<file path="src/hdl/vector_lane_pkg.sv">
//~~~~~~~~~~~~~~~~~~~~
// shared types and sizes for the vector lane group
// import with a wildcard in the module header of every lane file
// lane_req_t goes in, lane_resp_t comes out of each lane
//~~~~~~~~~~~~~~~~~~~~

package vector_lane_pkg;

  localparam int LANES      = 4;   // lanes in the group
  localparam int XLEN       = 32;  // element width
  localparam int DIV_CYCLES = 32;  // one quotient bit per iteration

  // functional unit select, also used as the result tag
  typedef enum logic [1:0] {
    ARITH = 2'd0,
    MUL   = 2'd1,
    DIV   = 2'd2
  } fu_type_t;

  // operation within the selected unit
  typedef enum logic [4:0] {
    ADD    = 5'd0,
    SUB    = 5'd1,
    AND    = 5'd2,
    OR     = 5'd3,
    XOR    = 5'd4,
    SLL    = 5'd5,
    SRL    = 5'd6,
    SRA    = 5'd7,
    MIN    = 5'd8,   // signed
    MINU   = 5'd9,
    MAX    = 5'd10,  // signed
    MAXU   = 5'd11,
    MULLO  = 5'd12,  // low word, sign does not matter
    MULHI  = 5'd13,  // high word, signed x signed
    MULHIU = 5'd14,  // high word, unsigned x unsigned
    DIVS   = 5'd15,
    DIVU   = 5'd16,
    REMS   = 5'd17,
    REMU   = 5'd18
  } alu_op_t;

  // issue bundle, op shared by all lanes, operands per lane
  typedef struct packed {
    fu_type_t        fu_type;
    alu_op_t         op;
    logic [XLEN-1:0] vs1;
    logic [XLEN-1:0] vs2;
  } lane_req_t;

  // tagged result, one per lane
  typedef struct packed {
    logic            valid;
    fu_type_t        fu_type;    // which unit produced it
    logic [XLEN-1:0] result;
    logic            exception;  // divide by zero
  } lane_resp_t;

endpackage

</file>
<file path="src/hdl/arithmetic_unit.sv">
//~~~~~~~~~~~~~~~~~~~~
// single cycle integer ALU for one vector element
// start with an ARITH request, result and done follow one cycle later
// shifts use the low 5 bits of vs2
//~~~~~~~~~~~~~~~~~~~~

module arithmetic_unit import vector_lane_pkg::*; (
  input  logic            CLK,
  input  logic            rst_n,
  input  logic            start,
  input  lane_req_t       req,
  output logic            done,
  output logic [XLEN-1:0] result
);

  logic [XLEN-1:0] alu_res;  // next result
  logic [4:0]      shamt;
  logic            lt_s;     // vs1 < vs2 signed
  logic            lt_u;     // vs1 < vs2 unsigned

  assign shamt = req.vs2[4:0];
  assign lt_s  = $signed(req.vs1) < $signed(req.vs2);
  assign lt_u  = req.vs1 < req.vs2;

  always_comb begin
    case (req.op)
      ADD:     alu_res = req.vs1 + req.vs2;
      SUB:     alu_res = req.vs1 - req.vs2;
      AND:     alu_res = req.vs1 & req.vs2;
      OR:      alu_res = req.vs1 | req.vs2;
      XOR:     alu_res = req.vs1 ^ req.vs2;
      SLL:     alu_res = req.vs1 << shamt;
      SRL:     alu_res = req.vs1 >> shamt;
      SRA:     alu_res = $unsigned($signed(req.vs1) >>> shamt);  // keep sign bits
      MIN:     alu_res = lt_s ? req.vs1 : req.vs2;
      MINU:    alu_res = lt_u ? req.vs1 : req.vs2;
      MAX:     alu_res = lt_s ? req.vs2 : req.vs1;
      MAXU:    alu_res = lt_u ? req.vs2 : req.vs1;
      default: alu_res = '0;  // non arith op, never started
    endcase
  end

  // done strobe, cleared on reset
  always_ff @(posedge CLK) begin
    if (!rst_n) begin
      done <= 1'b0;
    end else begin
      done <= start;
    end
  end

  // payload only loads on start
  always_ff @(posedge CLK) begin
    if (start) begin
      result <= alu_res;
    end
  end

  // the lane decoder must only start this unit with an ALU op
  assert property (@(posedge CLK) disable iff (!rst_n)
    start |-> req.fu_type == ARITH &&
              req.op inside {ADD, SUB, AND, OR, XOR, SLL, SRL, SRA,
                             MIN, MINU, MAX, MAXU})
    else $error("arithmetic_unit started with op %s", req.op.name());

endmodule

</file>
<file path="src/hdl/multiply_unit.sv">
//~~~~~~~~~~~~~~~~~~~~
// two stage pipelined 32x32 multiplier
// one start per cycle, done and result two cycles after start
// MULLO gives the low word, MULHI and MULHIU the high word
//~~~~~~~~~~~~~~~~~~~~

module multiply_unit import vector_lane_pkg::*; (
  input  logic            CLK,
  input  logic            rst_n,
  input  logic            start,
  input  lane_req_t       req,
  output logic            done,
  output logic [XLEN-1:0] result
);

  logic                   ext_s;   // sign extend operands
  logic                   v1;      // stage 1 valid
  logic                   hi1;     // stage 1 wants high word
  logic signed [XLEN:0]   a1, b1;  // extended operands
  logic signed [2*XLEN+1:0] prod;  // 66 bit signed product

  assign ext_s = req.op != MULHIU;  // MULLO low word is the same either way

  // stage 1 operand capture
  always_ff @(posedge CLK) begin
    a1  <= {ext_s & req.vs1[XLEN-1], req.vs1};
    b1  <= {ext_s & req.vs2[XLEN-1], req.vs2};
    hi1 <= req.op != MULLO;
  end

  assign prod = a1 * b1;

  // stage 2 word select
  always_ff @(posedge CLK) begin
    result <= hi1 ? prod[2*XLEN-1:XLEN] : prod[XLEN-1:0];
  end

  // valid bit travels alongside the data
  always_ff @(posedge CLK) begin
    if (!rst_n) begin
      v1   <= 1'b0;
      done <= 1'b0;
    end else begin
      v1   <= start;
      done <= v1;
    end
  end

  // fixed two cycle latency, the lane merge depends on it
  assert property (@(posedge CLK) disable iff (!rst_n)
    start |-> ##2 done)
    else $error("multiply_unit done missing two cycles after start");

endmodule

</file>
<file path="src/hdl/divide_unit.sv">
//~~~~~~~~~~~~~~~~~~~~
// radix-2 restoring divider, signed and unsigned
// busy rises the cycle after start, done pulses 33 cycles after start
// result stays until the next start and div_zero pulses with done
//~~~~~~~~~~~~~~~~~~~~

module divide_unit import vector_lane_pkg::*; (
  input  logic            CLK,
  input  logic            rst_n,
  input  logic            start,
  input  lane_req_t       req,
  output logic            done,
  output logic            busy,
  output logic [XLEN-1:0] result,
  output logic            div_zero
);

  localparam int CW = $clog2(DIV_CYCLES);

  logic            sgn;          // signed op
  logic            a_neg, b_neg;
  logic            b_zero;
  logic [XLEN-1:0] a_mag, b_mag;
  logic [CW-1:0]   cnt;          // iteration index
  logic [XLEN-1:0] quo;          // dividend in, quotient out
  logic [XLEN-1:0] rem;          // partial remainder
  logic [XLEN-1:0] dvsr;
  logic            neg_q, neg_r; // sign fixes at the end
  logic            want_rem;
  logic            dz;
  logic [XLEN:0]   rem_sh;       // shifted remainder, one extra bit
  logic [XLEN:0]   diff;

  assign sgn    = req.op inside {DIVS, REMS};
  assign a_neg  = sgn & req.vs1[XLEN-1];
  assign b_neg  = sgn & req.vs2[XLEN-1];
  assign b_zero = req.vs2 == '0;
  assign a_mag  = a_neg ? -req.vs1 : req.vs1;  // most negative maps to 2^31
  assign b_mag  = b_neg ? -req.vs2 : req.vs2;

  assign rem_sh = {rem, quo[XLEN-1]};
  assign diff   = rem_sh - {1'b0, dvsr};  // msb set means no subtract

  // operand capture then one shift-subtract step per cycle
  always_ff @(posedge CLK) begin
    if (start) begin
      quo      <= a_mag;
      rem      <= '0;
      dvsr     <= b_mag;
      neg_q    <= (a_neg ^ b_neg) & ~b_zero;  // x/0 keeps all ones quotient
      neg_r    <= a_neg;                      // remainder follows dividend
      want_rem <= req.op inside {REMS, REMU};
      dz       <= b_zero;
    end else if (busy) begin
      if (!diff[XLEN]) begin
        rem <= diff[XLEN-1:0];
        quo <= {quo[XLEN-2:0], 1'b1};
      end else begin
        rem <= rem_sh[XLEN-1:0];
        quo <= {quo[XLEN-2:0], 1'b0};
      end
    end
  end

  // busy, iteration count and done strobe
  always_ff @(posedge CLK) begin
    if (!rst_n) begin
      busy     <= 1'b0;
      done     <= 1'b0;
      div_zero <= 1'b0;
      cnt      <= '0;
    end else begin
      done     <= 1'b0;
      div_zero <= 1'b0;
      if (start) begin
        busy <= 1'b1;
        cnt  <= '0;
      end else if (busy) begin
        cnt <= cnt + 1'b1;
        if (cnt == CW'(DIV_CYCLES - 1)) begin  // last shift-subtract step
          busy     <= 1'b0;
          done     <= 1'b1;
          div_zero <= dz;
        end
      end
    end
  end

  // 2^31 / 1 without a sign fix already gives the overflow quotient
  assign result = want_rem ? (neg_r ? -rem : rem)
                           : (neg_q ? -quo : quo);

  assert property (@(posedge CLK) disable iff (!rst_n)
    start |-> !busy)
    else $error("divide_unit started while busy");

endmodule

</file>
<file path="src/hdl/vector_lane.sv">
//~~~~~~~~~~~~~~~~~~~~
// one vector lane with arithmetic, multiply and divide units
// issue strobes a request into the unit named by fu_type
// results merge into one tagged stream, a divide result waits for a free slot
// busy covers a running divide and a waiting divide result
//~~~~~~~~~~~~~~~~~~~~

module vector_lane import vector_lane_pkg::*; (
  input  logic       CLK,
  input  logic       rst_n,
  input  logic       issue,
  input  lane_req_t  req,
  output lane_resp_t resp,
  output logic       busy
);

  logic            start_a, start_m, start_d;
  logic            a_done, m_done, d_done;
  logic [XLEN-1:0] a_result, m_result, d_result;
  logic            d_busy;
  logic            d_zero;
  logic            hold_valid;      // divide result parked
  logic [XLEN-1:0] hold_result;
  logic            hold_exc;
  logic            slot_free;       // no arith or mul result this cycle
  logic            div_pending;
  logic            div_out;         // divide result goes out now

  // decode, one start per issue
  assign start_a = issue && req.fu_type == ARITH;
  assign start_m = issue && req.fu_type == MUL;
  assign start_d = issue && req.fu_type == DIV;

  arithmetic_unit u_arithmetic_unit (
    .CLK    (CLK),
    .rst_n  (rst_n),
    .start  (start_a),
    .req    (req),
    .done   (a_done),
    .result (a_result)
  );

  multiply_unit u_multiply_unit (
    .CLK    (CLK),
    .rst_n  (rst_n),
    .start  (start_m),
    .req    (req),
    .done   (m_done),
    .result (m_result)
  );

  divide_unit u_divide_unit (
    .CLK      (CLK),
    .rst_n    (rst_n),
    .start    (start_d),
    .req      (req),
    .done     (d_done),
    .busy     (d_busy),
    .result   (d_result),
    .div_zero (d_zero)
  );

  assign slot_free   = !a_done && !m_done;
  assign div_pending = d_done || hold_valid;
  assign div_out     = div_pending && slot_free;

  // one entry hold slot for the divide result
  always_ff @(posedge CLK) begin
    if (!rst_n) begin
      hold_valid <= 1'b0;
    end else if (d_done && !slot_free) begin
      hold_valid <= 1'b1;       // collided, park it
    end else if (div_out) begin
      hold_valid <= 1'b0;
    end
  end

  always_ff @(posedge CLK) begin
    if (d_done) begin
      hold_result <= d_result;
      hold_exc    <= d_zero;
    end
  end

  // result merge, arith and mul never overlap
  always_comb begin
    resp = '0;
    if (a_done) begin
      resp.valid   = 1'b1;
      resp.fu_type = ARITH;
      resp.result  = a_result;
    end else if (m_done) begin
      resp.valid   = 1'b1;
      resp.fu_type = MUL;
      resp.result  = m_result;
    end else if (div_out) begin
      resp.valid     = 1'b1;
      resp.fu_type   = DIV;
      resp.result    = hold_valid ? hold_result : d_result;
      resp.exception = hold_valid ? hold_exc : d_zero;
    end
  end

  assign busy = d_busy || div_pending;  // low again after the DIV response

  // issuer spacing rule between ARITH and MUL
  assert property (@(posedge CLK) disable iff (!rst_n)
    !(a_done && m_done))
    else $error("vector_lane arith and mul results collide");

endmodule

</file>
<file path="config.mk">
export PLATFORM = sky130hd
export DESIGN_NAME = vector_lane
export DESIGN_NICKNAME = d
export VERILOG_FILES = /design/src/hdl/vector_lane_pkg.sv /design/src/hdl/arithmetic_unit.sv /design/src/hdl/multiply_unit.sv /design/src/hdl/divide_unit.sv /design/src/hdl/vector_lane.sv
export SDC_FILE = /design/constraint.sdc
export NUM_CORES = 2
export LEC_CHECK = 0
export BUFFER_PORTS_ARGS = -buffer_cell sky130_fd_sc_hd__buf_2
export CAP_MARGIN = 20
export CORE_ASPECT_RATIO = 1.75
export CORE_MARGIN = 1.5
export CORE_UTILIZATION = 30
export CTS_BUF_LIST = sky130_fd_sc_hd__clkbuf_8
export DETAILED_ROUTE_END_ITERATION = 8
export PLACE_DENSITY = 0.45
export SYNTH_ARGS = -nofsm -noshare
export SYNTH_HDL_FRONTEND = slang
export SYNTH_SLANG_ARGS = --single-unit
</file>
<file path="constraint.sdc">
create_clock -name CLK -period 7.25 [get_ports CLK]
set_input_delay 1.45 -clock CLK [delete_from_list [all_inputs] [get_ports CLK]]
set_output_delay 1.45 -clock CLK [all_outputs]
set_load 0.05 [all_outputs]
</file>
==> key figures <==
Drt
  • DRC viols: 0
  • First DRT Iteration DRCs: 3159
  • Final wirelength: 244000 µm
  • Vias: 49900
  • Vias/cell: 5.05
  • First-pass DRT Iterations: 5
  • Detail Route Antenna Nets: 0
  • Detailed-route wire length per cell: 24.7 µm

Logic synthesis
  • #FFs+latches synth: 276
  • Cell area after synthesis: 59900 µm²
  • Avg Cell Area, Syn: 8.86 µm²
  • Count of cell types in the netlist: 87
  • Register area share after synthesis: 11.4%
  • Synth warn: 0
  • Synth Instances: 6757
  • Syn_nets: 8306
  • Number of flops mapped to enable cells by yosys: 133
  • Post-synth ARST share: 0%
  • Synth Flop Type: dfxtp_1

CTS
  • Max clock buf depth: 3
  • Clock root cell: clkbuf_8
  • Clock sink total: 276
  • CTS tree: yes
  • Clk_lat worst skew: 0.72 ns
  • Hold_buf cts: 0
  • CTS Buf Count: 51
  • H-tree depth: 2
  • Clk pin slew, worst setup/hold paths: 0.07 ns

STA
  • Slew headroom: 15.6%
  • Max Slew Vio Count: 0
  • Final worst setup slack: -0.596 ns
  • Fmax: 127 MHz
  • Final clock skew: 0.0568 ns
  • Final setup violation count: 30
  • Actual slew at the worst max-slew pin: 1.27 ns
  • Final Hold Fails: 0
  • Final Cycle Share: 108%
  • Min Tclk post-route: 7.85 ns
  • RSZ-0062 raised after global routing: yes

Final layout
  • Nets@finish: 8754
  • # fillers: 20500
  • Post-layout util: 36.1%
  • Area grow syn2layout: 19.3%
  • Layout cells sized above 1: 16.7%
  • Multi-input logic area: 48300 µm²
  • FF/Latch Area: 6940 µm²

Critical path
  • Critical path class: flip-flop to flip-flop
  • Slowest cell delay on critical path: 0.53 ns
  • Critical-path maximum fanout: 8
  • Worst setup EP type: flip-flop
  • Worst Path Arrival: 8.39 ns
  • Crit-path slowest cell: fa_1
  • CP dominant cell by count: fa_1
  • Critical Path RT: 7.79 ns
  • Setup crit start kind: flip-flop

Floorplan
  • Io pins: 111
  • Die W: 341 µm
  • Die Span Y: 594 µm
  • Site row count: 216
  • Starting Density: 30.2%
  • CORE AREA: 198000 µm²
  • Die ar.: 202000 µm²

Run status
  • Failing checks: setup timing
  • Status: finished with violations

Placed design
  • GP Congestion: 0.998
  • HPWL after DPL: 207000 µm
  • Port bufs: 110

GRT
  • Largest net degree at the start of global routing: 66
  • Tot GR Track Use: 24.1%
  • First-pass GRT wire length: 359000 µm
  • Vias in the first global route: 54800
  • Initial antenna violation count: 29
  • GR Overflow Total: 0

Worst hold path
  • Worst Hold Class: flip-flop to flip-flop

Flow run
  • # Max-Cap Violations: 0
[area by class of cell]
cell class,count,share of cell area (%)
Inverter,1247,6.55
Timing Repair Buffer,777,9.95
Antenna cell,12,0.0420
Tap cell,2616,4.58
Clock buffer,64,1.23
Multi-Input combinational cell,4852,67.6
Clock inverter,31,0.327
Sequential cell,276,9.71
[logic make-up after synthesis]
kind of cell,after synthesis,share of synthesized area [%]
adder cells (fa/ha/maj),1475,45.0
AND/OR/NAND/NOR,1918,15.7
flip-flops,276,11.4
buffers and inverters,1629,10.3
AO/OA/AOI/OAI,1077,11.5
multiplexers,156,2.86
XOR/XNOR,226,3.30
[synth_stat cells, types with 12 or more instances]
library cell     n  area share, %
inv_1         1246            7.8
fa_1          1128             38
nand2_1        776            4.9
and2_1         545            5.7
ha_1           347            7.2
clkbuf_1       341            2.1
o21ai_0        305            2.5
a21oi_1        282            2.4
nor2_1         260            1.6
xnor2_1        167            2.4
dfxtp_1        143            4.8
edfxtp_1       133            6.7
mux2i_1        133            2.2
nand2b_1        65           0.68
xor2_1          59           0.86
a22oi_1         56           0.70
nor2b_1         51           0.53
nand3_1         46           0.38
nor3_1          45           0.38
a21o_1          44           0.55
o211ai_1        38           0.48
o31ai_1         38           0.48
a221o_1         29           0.48
a211oi_1        26           0.33
o21bai_1        26           0.33
nand4_1         25           0.26
a31oi_1         24           0.25
o221ai_1        24           0.35
or3_1           24           0.25
buf_1           23           0.14
o22ai_1         22           0.23
a221oi_1        19           0.28
o21a_1          18           0.23
and3_1          17           0.18
buf_2           16           0.13
nor4_1          16           0.17
o41ai_1         13           0.19
mux2_2          12           0.23
or4_1           12           0.15
[flip-flops by register name (all words and copies together) (netlist names), 5 cells and up]
signal / count
hold_result: 32
u_arithmetic_unit.result: 32
u_divide_unit.cnt: 5
u_divide_unit.dvsr: 32
u_divide_unit.quo: 32
u_divide_unit.rem: 32
u_multiply_unit.a1: 33
u_multiply_unit.b1: 33
u_multiply_unit.result: 32
[layout by cell type (no fill, tap or decap), drive strengths merged, types with 13 or more instances in the layout]
cell type and count:
a221oi 19, nor2 260, a21o 44, nor4 17
o22ai 22, o21bai 26, nand2 776, o31ai 39
o41ai 15, a21oi 284, nand4 25, nor3 45
xnor2 167, a31oi 25, clkbuf 68, nand2b 65
xor2 59, o221ai 24, buf 773, a22oi 56
and3 17, edfxtp 133, o21ai 317, o21a 18
o211ai 38, or3 24, nor2b 51, dfxtp 143
and2 546, ha 347, or4 13, a221o 29
inv 1263, fa 1128, a211oi 27, mux2i 133
nand3 46
[per-stage QoR]
stage                     hold slack, ns  setup WS [ns]  cell area [µm²]  instances  TNS, ns
after floorplan                    0.408        -0.0182            60100       6757  -0.0182
after global placement             0.417          -1.13            68100       9705   -24.17
after detailed placement           0.425          -1.02            68100       9705   -23.57
after CTS                          0.440         -0.601            70300       9829   -12.23
after global routing               0.448         -0.828            71500       9868   -18.71
final                              0.434         -0.596            71500       9875   -12.06
[worst max-delay path: cells and delay by family, from the launching register on]
| kind | cells | cell delay (ns) |
|---|---|---|
| xor+xnor | 1 | 0.23 |
| mux | 1 | 0.10 |
| simple gates | 1 | 0.16 |
| buf+inv | 8 | 0.66 |
| fa+ha+maj | 9 | 4.23 |
| flops | 1 | 0.38 |
| compound gates | 10 | 1.90 |
[repair_timing]
item / CTS / global route
pin swaps: 121 / 114
gates resized for setup: 246 / 198
hold endpoints to repair: 0 / 0
setup buffers: 31 / 32
setup endpoints to repair: 32 / 32
cloned: 0 / 4
[layer usage]
layer	vias up	wire, µm	track usage (%)
li1	22200	-	-
met3	584	8820	1.89
met4	6	19700	15.7
met1	25700	80600	24.3
met5	-	40	0
met2	1457	134000	46.6
[final timing paths]
path / from / to / slack (ns) / cells after the start
max: u_multiply_unit.b1[0]$_DFF_P_ / u_multiply_unit.result[19]$_DFF_P_ / -0.60 / 30
min: u_divide_unit.div_zero$_SDFF_PP0_ / hold_exc$_DFFE_PP_ / 0.43 / 0
max reg2reg: u_multiply_unit.b1[0]$_DFF_P_ / u_multiply_unit.result[19]$_DFF_P_ / -0.60 / 30
min reg2reg: u_divide_unit.div_zero$_SDFF_PP0_ / hold_exc$_DFFE_PP_ / 0.43 / 0
Power is not shown: default switching activity piles up to over one toggle a cycle in this logic, so the estimate is an artifact.
